<file path="config.mk">
export PLATFORM = sky130hd
export DESIGN_NAME = BranchResolve
export DESIGN_NICKNAME = d
export VERILOG_FILES = /design/src/BranchPkg.sv /design/src/BranchDecoder.sv /design/src/BranchResolve.sv /design/src/BranchSelector.sv /design/src/BranchUnit.sv
export VERILOG_INCLUDE_DIRS = /design/src /design/src/include
export SDC_FILE = /design/constraint.sdc
export NUM_CORES = 1
export LEC_CHECK = 0
export BUFFER_PORTS_ARGS = -buffer_cell sky130_fd_sc_hd__buf_4
export CELL_PAD_IN_SITES_DETAIL_PLACEMENT = 1
export CELL_PAD_IN_SITES_GLOBAL_PLACEMENT = 2
export CORE_MARGIN = 10
export CORE_UTILIZATION = 35
export CTS_CLUSTER_SIZE = 40
export DETAILED_ROUTE_END_ITERATION = 10
export PLACE_DENSITY_LB_ADDON = 0.25
export SYNTH_ARGS = -nofsm -noshare
export SYNTH_HDL_FRONTEND = slang
export SYNTH_HIERARCHICAL = 1
export SYNTH_SLANG_ARGS = --single-unit
export TNS_END_PERCENT = 50
</file>
<file path="constraint.sdc">
create_clock -name clk -period 11.8 [get_ports clk]
set_input_delay 0.59 -clock clk [delete_from_list [all_inputs] [get_ports clk]]
set_output_delay 0.59 -clock clk [all_outputs]
set_load 0.02 [all_outputs]
</file>
<file path="src/include/branch_macros.svh">
`ifndef BRANCH_MACROS_SVH
`define BRANCH_MACROS_SVH

// ~~~~~~~~~~~~~~~~~~~~~~~~~~~~~~~~~~~~~~~~~~~~~~~~~~~~~~~~~~~
// Datapath widths
// ~~~~~~~~~~~~~~~~~~~~~~~~~~~~~~~~~~~~~~~~~~~~~~~~~~~~~~~~~~~

`define SQN_W 8        // Sequence number, compared by signed difference.
`define PC_W 32        // Program counter.
`define XLEN 32        // Operand width.
`define FETCHID_W 5    // Fetch block tag.
`define HIST_W 16      // Global branch history.
`define REG_IDX_W 5    // Return stack index.

// ~~~~~~~~~~~~~~~~~~~~~~~~~~~~~~~~~~~~~~~~~~~~~~~~~~~~~~~~~~~
// Redirect sources
// ~~~~~~~~~~~~~~~~~~~~~~~~~~~~~~~~~~~~~~~~~~~~~~~~~~~~~~~~~~~

// Two branch units, the memory ordering check and the ROB trap slot.
`define NUM_REDIRECT_SRC 4

`endif

</file>
<file path="src/BranchPkg.sv">
`default_nettype none

package BranchPkg;

    // Compare kinds. Jumps decode as COND_ALWAYS.
    typedef enum logic [2:0] {
        COND_EQ     = 3'd0,
        COND_NE     = 3'd1,
        COND_LT     = 3'd2,
        COND_GE     = 3'd3,
        COND_LTU    = 3'd4,
        COND_GEU    = 3'd5,
        COND_ALWAYS = 3'd6
    } BranchCond;

    localparam logic KIND_JUMP = 1'b1; // Top bit of every branch word.

    // Conditional form, PC relative.
    typedef struct packed {
        logic        kind;
        logic [2:0]  cc;
        logic [27:0] offset;
    } BranchCondForm;

    // Jump form, PC or register relative.
    typedef struct packed {
        logic        kind;
        logic        indirect;
        logic [29:0] imm;
    } BranchJumpForm;

    typedef union packed {
        BranchCondForm c;
        BranchJumpForm j;
    } BranchInstr;

endpackage

`default_nettype wire

</file>
<file path="src/BranchDecoder.sv">
`timescale 1ns/100ps
`default_nettype none

`include "branch_macros.svh"

module BranchDecoder (
    input wire BranchPkg::BranchInstr instr,
    input wire [`PC_W-1:0] pc,
    input wire [`XLEN-1:0] srcA,
    output BranchPkg::BranchCond cond,
    output logic [`XLEN-1:0] imm,
    output logic isIndirect,
    output logic [`PC_W-1:0] target
);
    import BranchPkg::*;

    always_comb begin
        cond = COND_ALWAYS;
        isIndirect = 1'b0;
        if (instr.j.kind == KIND_JUMP) begin
            imm = {{(`XLEN-30){instr.j.imm[29]}}, instr.j.imm}; // Sign extend.
            isIndirect = instr.j.indirect;
        end else begin
            imm = {{(`XLEN-28){instr.c.offset[27]}}, instr.c.offset};
            case (instr.c.cc)
                3'd0: cond = COND_EQ;
                3'd1: cond = COND_NE;
                3'd2: cond = COND_LT;
                3'd3: cond = COND_GE;
                3'd4: cond = COND_LTU;
                3'd5: cond = COND_GEU;
                default: cond = COND_ALWAYS; // Codes 6 and 7 are unconditional.
            endcase
        end
    end

    // Indirect jumps are relative to srcA, everything else to the PC.
    assign target = isIndirect ? `PC_W'(srcA + imm) : pc + `PC_W'(imm);

endmodule

`default_nettype wire

</file>
<file path="src/BranchResolve.sv">
`timescale 1ns/100ps
`default_nettype none

`include "branch_macros.svh"

module BranchResolve (
    input wire clk,
    input wire rst,
    input wire u0IssueValid, u1IssueValid,
    input wire BranchPkg::BranchInstr u0Instr, u1Instr,
    input wire [`PC_W-1:0] u0Pc, u1Pc,
    input wire [`XLEN-1:0] u0SrcA, u0SrcB, u1SrcA, u1SrcB,
    input wire u0PredTaken, u1PredTaken,
    input wire [`PC_W-1:0] u0PredTarget, u1PredTarget,
    input wire [`SQN_W-1:0] u0SqN, u0LoadSqN, u0StoreSqN,
    input wire [`SQN_W-1:0] u1SqN, u1LoadSqN, u1StoreSqN,
    input wire [`FETCHID_W-1:0] u0FetchID, u1FetchID,
    input wire [`HIST_W-1:0] u0History, u1History,
    input wire [`REG_IDX_W-1:0] u0RIdx, u1RIdx,
    input wire violTaken,
    input wire [`PC_W-1:0] violDstPC,
    input wire [`SQN_W-1:0] violSqN, violLoadSqN, violStoreSqN,
    input wire [`FETCHID_W-1:0] violFetchID,
    input wire [`HIST_W-1:0] violHistory,
    input wire [`REG_IDX_W-1:0] violRIdx,
    input wire trapTaken,
    input wire trapFlush,
    input wire [`PC_W-1:0] trapDstPC,
    input wire [`SQN_W-1:0] trapSqN, trapLoadSqN, trapStoreSqN,
    input wire [`FETCHID_W-1:0] trapFetchID,
    input wire [`HIST_W-1:0] trapHistory,
    input wire [`REG_IDX_W-1:0] trapRIdx,
    input wire mispredFlush,
    output logic redirTaken,
    output logic redirFlush,
    output logic [`PC_W-1:0] redirDstPC,
    output logic [`SQN_W-1:0] redirSqN,
    output logic [`SQN_W-1:0] redirLoadSqN,
    output logic [`SQN_W-1:0] redirStoreSqN,
    output logic [`FETCHID_W-1:0] redirFetchID,
    output logic [`HIST_W-1:0] redirHistory,
    output logic [`REG_IDX_W-1:0] redirRIdx,
    output logic branchMispr
);
    logic br0Taken, br1Taken;
    logic [`PC_W-1:0] br0DstPC, br1DstPC;
    logic [`SQN_W-1:0] br0SqN, br0LoadSqN, br0StoreSqN;
    logic [`SQN_W-1:0] br1SqN, br1LoadSqN, br1StoreSqN;
    logic [`FETCHID_W-1:0] br0FetchID, br1FetchID;
    logic [`HIST_W-1:0] br0History, br1History;
    logic [`REG_IDX_W-1:0] br0RIdx, br1RIdx;

    BranchUnit unit0 (
        .clk(clk), .rst(rst), .issueValid(u0IssueValid), .instr(u0Instr), .pc(u0Pc),
        .srcA(u0SrcA), .srcB(u0SrcB), .predTaken(u0PredTaken), .predTarget(u0PredTarget),
        .sqN(u0SqN), .loadSqN(u0LoadSqN), .storeSqN(u0StoreSqN), .fetchID(u0FetchID),
        .history(u0History), .rIdx(u0RIdx), .redirTaken(redirTaken), .redirSqN(redirSqN),
        .brTaken(br0Taken), .brDstPC(br0DstPC), .brSqN(br0SqN), .brLoadSqN(br0LoadSqN),
        .brStoreSqN(br0StoreSqN), .brFetchID(br0FetchID), .brHistory(br0History),
        .brRIdx(br0RIdx)
    );

    BranchUnit unit1 (
        .clk(clk), .rst(rst), .issueValid(u1IssueValid), .instr(u1Instr), .pc(u1Pc),
        .srcA(u1SrcA), .srcB(u1SrcB), .predTaken(u1PredTaken), .predTarget(u1PredTarget),
        .sqN(u1SqN), .loadSqN(u1LoadSqN), .storeSqN(u1StoreSqN), .fetchID(u1FetchID),
        .history(u1History), .rIdx(u1RIdx), .redirTaken(redirTaken), .redirSqN(redirSqN),
        .brTaken(br1Taken), .brDstPC(br1DstPC), .brSqN(br1SqN), .brLoadSqN(br1LoadSqN),
        .brStoreSqN(br1StoreSqN), .brFetchID(br1FetchID), .brHistory(br1History),
        .brRIdx(br1RIdx)
    );

    // Slot order sets priority. Slot 3 is the ROB trap.
    BranchSelector selector (
        .clk(clk), .rst(rst), .mispredFlush(mispredFlush),
        .slot0Taken(br0Taken), .slot1Taken(br1Taken),
        .slot2Taken(violTaken), .slot3Taken(trapTaken), .slot3Flush(trapFlush),
        .slot0DstPC(br0DstPC), .slot1DstPC(br1DstPC),
        .slot2DstPC(violDstPC), .slot3DstPC(trapDstPC),
        .slot0SqN(br0SqN), .slot1SqN(br1SqN), .slot2SqN(violSqN), .slot3SqN(trapSqN),
        .slot0LoadSqN(br0LoadSqN), .slot1LoadSqN(br1LoadSqN),
        .slot2LoadSqN(violLoadSqN), .slot3LoadSqN(trapLoadSqN),
        .slot0StoreSqN(br0StoreSqN), .slot1StoreSqN(br1StoreSqN),
        .slot2StoreSqN(violStoreSqN), .slot3StoreSqN(trapStoreSqN),
        .slot0FetchID(br0FetchID), .slot1FetchID(br1FetchID),
        .slot2FetchID(violFetchID), .slot3FetchID(trapFetchID),
        .slot0History(br0History), .slot1History(br1History),
        .slot2History(violHistory), .slot3History(trapHistory),
        .slot0RIdx(br0RIdx), .slot1RIdx(br1RIdx), .slot2RIdx(violRIdx), .slot3RIdx(trapRIdx),
        .redirTaken(redirTaken), .redirFlush(redirFlush), .redirDstPC(redirDstPC),
        .redirSqN(redirSqN), .redirLoadSqN(redirLoadSqN), .redirStoreSqN(redirStoreSqN),
        .redirFetchID(redirFetchID), .redirHistory(redirHistory), .redirRIdx(redirRIdx),
        .branchMispr(branchMispr)
    );

endmodule

`default_nettype wire

</file>
<file path="src/BranchSelector.sv">
`timescale 1ns/100ps
`default_nettype none

`include "branch_macros.svh"

module BranchSelector (
    input wire clk,
    input wire rst,
    input wire mispredFlush,
    input wire slot0Taken, slot1Taken, slot2Taken, slot3Taken,
    input wire slot3Flush,
    input wire [`PC_W-1:0] slot0DstPC, slot1DstPC, slot2DstPC, slot3DstPC,
    input wire [`SQN_W-1:0] slot0SqN, slot1SqN, slot2SqN, slot3SqN,
    input wire [`SQN_W-1:0] slot0LoadSqN, slot1LoadSqN, slot2LoadSqN, slot3LoadSqN,
    input wire [`SQN_W-1:0] slot0StoreSqN, slot1StoreSqN, slot2StoreSqN, slot3StoreSqN,
    input wire [`FETCHID_W-1:0] slot0FetchID, slot1FetchID, slot2FetchID, slot3FetchID,
    input wire [`HIST_W-1:0] slot0History, slot1History, slot2History, slot3History,
    input wire [`REG_IDX_W-1:0] slot0RIdx, slot1RIdx, slot2RIdx, slot3RIdx,
    output logic redirTaken,
    output logic redirFlush,
    output logic [`PC_W-1:0] redirDstPC,
    output logic [`SQN_W-1:0] redirSqN,
    output logic [`SQN_W-1:0] redirLoadSqN,
    output logic [`SQN_W-1:0] redirStoreSqN,
    output logic [`FETCHID_W-1:0] redirFetchID,
    output logic [`HIST_W-1:0] redirHistory,
    output logic [`REG_IDX_W-1:0] redirRIdx,
    output logic branchMispr
);
    localparam int SEL_W = $clog2(`NUM_REDIRECT_SRC);
    localparam int TRAP = `NUM_REDIRECT_SRC - 1; // Highest slot always wins.

    logic [`NUM_REDIRECT_SRC-1:0] taken, eligible;
    logic [`PC_W-1:0] dstPC [`NUM_REDIRECT_SRC];
    logic [`SQN_W-1:0] sqN [`NUM_REDIRECT_SRC];
    logic [`SQN_W-1:0] loadSqN [`NUM_REDIRECT_SRC];
    logic [`SQN_W-1:0] storeSqN [`NUM_REDIRECT_SRC];
    logic [`FETCHID_W-1:0] fetchID [`NUM_REDIRECT_SRC];
    logic [`HIST_W-1:0] history [`NUM_REDIRECT_SRC];
    logic [`REG_IDX_W-1:0] rIdx [`NUM_REDIRECT_SRC];

    logic [`SQN_W-1:0] flushSqN; // Last redirect sent.
    logic [SEL_W-1:0] sel;

    function automatic logic isOlder(input logic [`SQN_W-1:0] a, input logic [`SQN_W-1:0] b);
        return $signed(a - b) < 0; // Wrap-around safe.
    endfunction

    assign taken = {slot3Taken, slot2Taken, slot1Taken, slot0Taken};
    assign dstPC = '{slot0DstPC, slot1DstPC, slot2DstPC, slot3DstPC};
    assign sqN = '{slot0SqN, slot1SqN, slot2SqN, slot3SqN};
    assign loadSqN = '{slot0LoadSqN, slot1LoadSqN, slot2LoadSqN, slot3LoadSqN};
    assign storeSqN = '{slot0StoreSqN, slot1StoreSqN, slot2StoreSqN, slot3StoreSqN};
    assign fetchID = '{slot0FetchID, slot1FetchID, slot2FetchID, slot3FetchID};
    assign history = '{slot0History, slot1History, slot2History, slot3History};
    assign rIdx = '{slot0RIdx, slot1RIdx, slot2RIdx, slot3RIdx};

    // ~~~~~~~~~~~~~~~~~~~~~~~~~~~~~~~~~~~~~~~~~~~~~~~~~~~~~~~~~~~
    // Oldest eligible redirect
    // ~~~~~~~~~~~~~~~~~~~~~~~~~~~~~~~~~~~~~~~~~~~~~~~~~~~~~~~~~~~

    always_comb begin
        for (int i = 0; i < `NUM_REDIRECT_SRC; i++) begin
            eligible[i] = taken[i] && (!mispredFlush || isOlder(sqN[i], flushSqN));
        end
    end

    always_comb begin
        sel = '0;
        redirTaken = 1'b0;
        for (int i = 0; i < TRAP; i++) begin
            if (eligible[i] && (!redirTaken || isOlder(sqN[i], sqN[sel]))) begin
                sel = SEL_W'(i);
                redirTaken = 1'b1;
            end
        end
        if (eligible[TRAP]) begin
            sel = SEL_W'(TRAP);
            redirTaken = 1'b1;
        end
    end

    assign redirFlush = redirTaken && sel == SEL_W'(TRAP) && slot3Flush;
    assign redirDstPC = dstPC[sel];
    assign redirSqN = sqN[sel];
    assign redirLoadSqN = loadSqN[sel];
    assign redirStoreSqN = storeSqN[sel];
    assign redirFetchID = fetchID[sel];
    assign redirHistory = history[sel];
    assign redirRIdx = rIdx[sel];

    // Genuine mispredicts only, not replays during a flush.
    assign branchMispr = redirTaken && sel < SEL_W'(2) && !mispredFlush;

    always_ff @(posedge clk) begin
        if (rst) begin
            flushSqN <= '0;
        end else if (redirTaken) begin
            flushSqN <= redirSqN;
        end
    end

endmodule

`default_nettype wire

</file>
<file path="src/BranchUnit.sv">
`timescale 1ns/100ps
`default_nettype none

`include "branch_macros.svh"

module BranchUnit (
    input wire clk,
    input wire rst,
    input wire issueValid,
    input wire BranchPkg::BranchInstr instr,
    input wire [`PC_W-1:0] pc,
    input wire [`XLEN-1:0] srcA,
    input wire [`XLEN-1:0] srcB,
    input wire predTaken,
    input wire [`PC_W-1:0] predTarget,
    input wire [`SQN_W-1:0] sqN,
    input wire [`SQN_W-1:0] loadSqN,
    input wire [`SQN_W-1:0] storeSqN,
    input wire [`FETCHID_W-1:0] fetchID,
    input wire [`HIST_W-1:0] history,
    input wire [`REG_IDX_W-1:0] rIdx,
    input wire redirTaken,
    input wire [`SQN_W-1:0] redirSqN,
    output logic brTaken,
    output logic [`PC_W-1:0] brDstPC,
    output logic [`SQN_W-1:0] brSqN,
    output logic [`SQN_W-1:0] brLoadSqN,
    output logic [`SQN_W-1:0] brStoreSqN,
    output logic [`FETCHID_W-1:0] brFetchID,
    output logic [`HIST_W-1:0] brHistory,
    output logic [`REG_IDX_W-1:0] brRIdx
);
    import BranchPkg::*;

    BranchCond decCond;
    logic [`PC_W-1:0] decTarget;

    logic s1Valid;
    BranchCond s1Cond;
    logic [`PC_W-1:0] s1Target, s1Pc, s1PredTarget;
    logic [`XLEN-1:0] s1SrcA, s1SrcB;
    logic s1PredTaken;
    logic [`SQN_W-1:0] s1SqN, s1LoadSqN, s1StoreSqN;
    logic [`FETCHID_W-1:0] s1FetchID;
    logic [`HIST_W-1:0] s1History;
    logic [`REG_IDX_W-1:0] s1RIdx;

    logic killIssue, killS1;
    logic actTaken, mispr;
    logic [`PC_W-1:0] actNextPC;

    BranchDecoder decoder (
        .instr(instr), .pc(pc), .srcA(srcA),
        .cond(decCond), .imm(), .isIndirect(), .target(decTarget)
    );

    // An older redirect flushes everything younger in the unit.
    assign killIssue = redirTaken && $signed(redirSqN - sqN) < 0;
    assign killS1 = redirTaken && $signed(redirSqN - s1SqN) < 0;

    // ~~~~~~~~~~~~~~~~~~~~~~~~~~~~~~~~~~~~~~~~~~~~~~~~~~~~~~~~~~~
    // Stage 1: decoded op and operands
    // ~~~~~~~~~~~~~~~~~~~~~~~~~~~~~~~~~~~~~~~~~~~~~~~~~~~~~~~~~~~

    always_ff @(posedge clk) begin
        if (rst) begin
            s1Valid <= 1'b0;
        end else begin
            s1Valid <= issueValid && !killIssue;
        end
    end

    always_ff @(posedge clk) begin
        s1Cond <= decCond;
        s1Target <= decTarget;
        s1Pc <= pc;
        s1SrcA <= srcA;
        s1SrcB <= srcB;
        s1PredTaken <= predTaken;
        s1PredTarget <= predTarget;
        s1SqN <= sqN;
        s1LoadSqN <= loadSqN;
        s1StoreSqN <= storeSqN;
        s1FetchID <= fetchID;
        s1History <= history;
        s1RIdx <= rIdx;
    end

    // ~~~~~~~~~~~~~~~~~~~~~~~~~~~~~~~~~~~~~~~~~~~~~~~~~~~~~~~~~~~
    // Stage 2: resolve and compare with the prediction
    // ~~~~~~~~~~~~~~~~~~~~~~~~~~~~~~~~~~~~~~~~~~~~~~~~~~~~~~~~~~~

    always_comb begin
        case (s1Cond)
            COND_EQ: actTaken = s1SrcA == s1SrcB;
            COND_NE: actTaken = s1SrcA != s1SrcB;
            COND_LT: actTaken = $signed(s1SrcA) < $signed(s1SrcB);
            COND_GE: actTaken = $signed(s1SrcA) >= $signed(s1SrcB);
            COND_LTU: actTaken = s1SrcA < s1SrcB;
            COND_GEU: actTaken = s1SrcA >= s1SrcB;
            default: actTaken = 1'b1;
        endcase
    end

    assign actNextPC = actTaken ? s1Target : s1Pc + `PC_W'(4);
    assign mispr = (actTaken != s1PredTaken) || (actNextPC != s1PredTarget);

    always_ff @(posedge clk) begin
        if (rst) begin
            brTaken <= 1'b0;
        end else begin
            brTaken <= s1Valid && mispr && !killS1;
        end
    end

    always_ff @(posedge clk) begin
        brDstPC <= actNextPC;
        brSqN <= s1SqN;
        brLoadSqN <= s1LoadSqN;
        brStoreSqN <= s1StoreSqN;
        brFetchID <= s1FetchID;
        brHistory <= {s1History[`HIST_W-2:0], actTaken}; // Corrected history.
        brRIdx <= s1RIdx;
    end

endmodule

`default_nettype wire
</file>
==> run metrics <==
gr busiest metal=met2; fin cells=4506; Slew Limit Fails=0; GRT Util Overall=24.70%; # rows=101; initial DRC count=1003; unrepaired setup endpoints after global routing=false; Reg power frac=35.8%; CTS Root Cell=clkbuf_16; clock power share=33.5%; Initial Util=35.45%; CTS resizes=0; CTS clk-pin slew, worst paths=0.06 ns; crit path max fanout=58; CTS sink count=602; M2 GR Usage=44.25%; DRT Pass-1 Iters=5; outcome=finished clean; VDD IR max=97.29 uV; Setup Buffers After CTS=0; first-pass GRT wire length=167300 um; area growth from synthesis to layout=30.85%; Nets=4206; met3 usage=5.562%; critical path type=flip-flop to primary output; hold bufs inserted after CTS=0; Psw=2.230 mW; cts bufs inserted=69; Final Hold Fails=0; vias=23330; largest net degree at the start of global routing=86; CTS tree=yes; HP Class=input pin to flip-flop; grt met1 use=29.37%; clock skew=0.01738 ns; Pwr Density=188.3 nW/um^2; syn avg cell area=9.807 um^2; IO buf count=676; grt ovf=0; Syn Nets=3545; Total Wirelength=114000 um; combinational power share=30.6%; FMAX=136.9 MHz; relative slew slack=15.05%; Final GP Congestion=0.9742; kind of end point of the critical path=primary output; Clock Latency Late Sink=0.62 ns; layout cell share with drive strength beyond 1=29.61%; chip width=297.8 um; dpl cells=4375; die height=297.8 um; startpoint types=flip-flop; CP Data Required Time=11.21 ns; WL per Instance=25.31 um; switch share=33.51%; CTS Buffer Depth=3; Fin Setup TNS=0 ns; final setup violation count=0; CP arrival=6.72 ns; DP Wirelength=93840 um; Via density=5.178; Lkg Pwr=15.89 nW; max_cap viols=0; DRC Markers=0; fin crit share=61.92%; Yosys warning total=6; Final min period=7.306 ns; Ports=679; Post-Syn Area=27020 um^2; Core Region=76200 um^2; Worst-Margin Slew=1.274 ns; vias in the first global route=25290; H-tree levels=3; antenna-violating nets left=0; full die area=88710 um^2; Pint=4.426 mW; Post-Syn Instances=2755; initial antenna violation count=24
-- placed cells by master (no fill, tap or decap), types with 13 or more instances in the layout --
| master | instances |
|---|---|
| xnor2_1 | 114 |
| buf_4 | 694 |
| nand4_1 | 55 |
| mux2_2 | 85 |
| a211oi_1 | 18 |
| o21a_1 | 16 |
| or4_1 | 13 |
| and3_1 | 18 |
| o21ai_1 | 20 |
| nor2_1 | 162 |
| dfxtp_1 | 602 |
| mux2i_1 | 16 |
| inv_1 | 168 |
| clkinv_2 | 18 |
| o211ai_2 | 60 |
| nand2b_1 | 35 |
| o22ai_1 | 99 |
| and2_1 | 25 |
| xor2_1 | 60 |
| nand2_1 | 245 |
| o21ai_0 | 65 |
| nor4_1 | 18 |
| or3_1 | 90 |
| nor2b_1 | 17 |
| nor3_1 | 24 |
| a21oi_1 | 126 |
| a21o_1 | 36 |
| clkbuf_16 | 69 |
| ha_1 | 194 |
| o211ai_1 | 42 |
| a31oi_1 | 15 |
| nand3_1 | 44 |
-- area by class of cell --
class / count / area, um^2
fill: 8573 / 40850
clock buffer: 87 / 1904
multi-input combinational: 1879 / 13780
sequential: 602 / 12050
tap: 1030 / 1289
clock inverter: 37 / 461.7
inverter: 170 / 638.1
timing repair buffer: 694 / 5210
antenna: 7 / 17.52
-- path summary, 6_finish.rpt --
path / startpoint / endpoint / slack (ns) / cells past startpoint
hold reg to reg: unit0/s1History[9] / unit0/brHistory[10] / 0.32 / 0
hold / removal: u0StoreSqN[7] / unit0/s1StoreSqN[7] / 0.07 / 1
setup reg to reg: selector/flushSqN[5] / unit0/brTaken / 4.58 / 28
setup / recovery: selector/flushSqN[5] / redirFetchID[4] / 4.49 / 18
-- stage by stage --
| stage | hold slack (ns) | utilization [%] | power, mW | setup slack, ns | cell area [um^2] |
|---|---|---|---|---|---|
| 3_3_place_gp | 0.3097 | 43.27 | 4.434 | 4.739 | 32970 |
| 6_report | 0.06781 | 46.39 | 6.656 | 4.494 | 35350 |
| 4_1_cts | 0.03073 | 46.37 | 6.738 | 4.454 | 35340 |
| 5_1_grt | 0.03483 | 46.39 | 6.993 | 4.059 | 35350 |
| 3_5_place_dp | 0.3132 | 43.27 | 4.478 | 4.615 | 32970 |
| 2_1_floorplan | 0.3096 | - | 3.624 | 5.633 | 27020 |
-- power groups by stage --
stage          registers, mW  logic (mW)  clock network (mW)
2_1_floorplan           2.37        1.25                   0
3_3_place_gp            2.42        2.01                   0
3_5_place_dp            2.43        2.05                   0
4_1_cts                 2.39        2.06                2.29
5_1_grt                 2.41        2.21                2.38
6_report                2.38        2.04                2.23
-- layer usage --
layer / wire, um / part of all wire (%) / vias up
met4: 2628 / 2.3 / 14
li1: - / - / 11100
met3: 6018 / 5.3 / 138
met1: 48020 / 42 / 11440
met5: 100 / 0.088 / -
met2: 57280 / 50 / 639
-- critical path: stages (launching register included) --
cell      delay, ns
dfxtp_1        0.34
inv_1          0.11
ha_1           0.31
nand4_1        0.12
o32ai_2        0.41
mux2i_2        0.16
a31oi_4        0.64
mux2i_1        0.26
ha_1           0.28
a211oi_2       0.27
nand2_1        0.13
a21oi_4        0.26
nor3b_1        0.12
o41ai_4        0.43
a31oi_4        0.32
o21ai_4        0.50
buf_4          0.86
o211ai_1       0.27
buf_4          0.22
(Power assumes the default switching activity.)
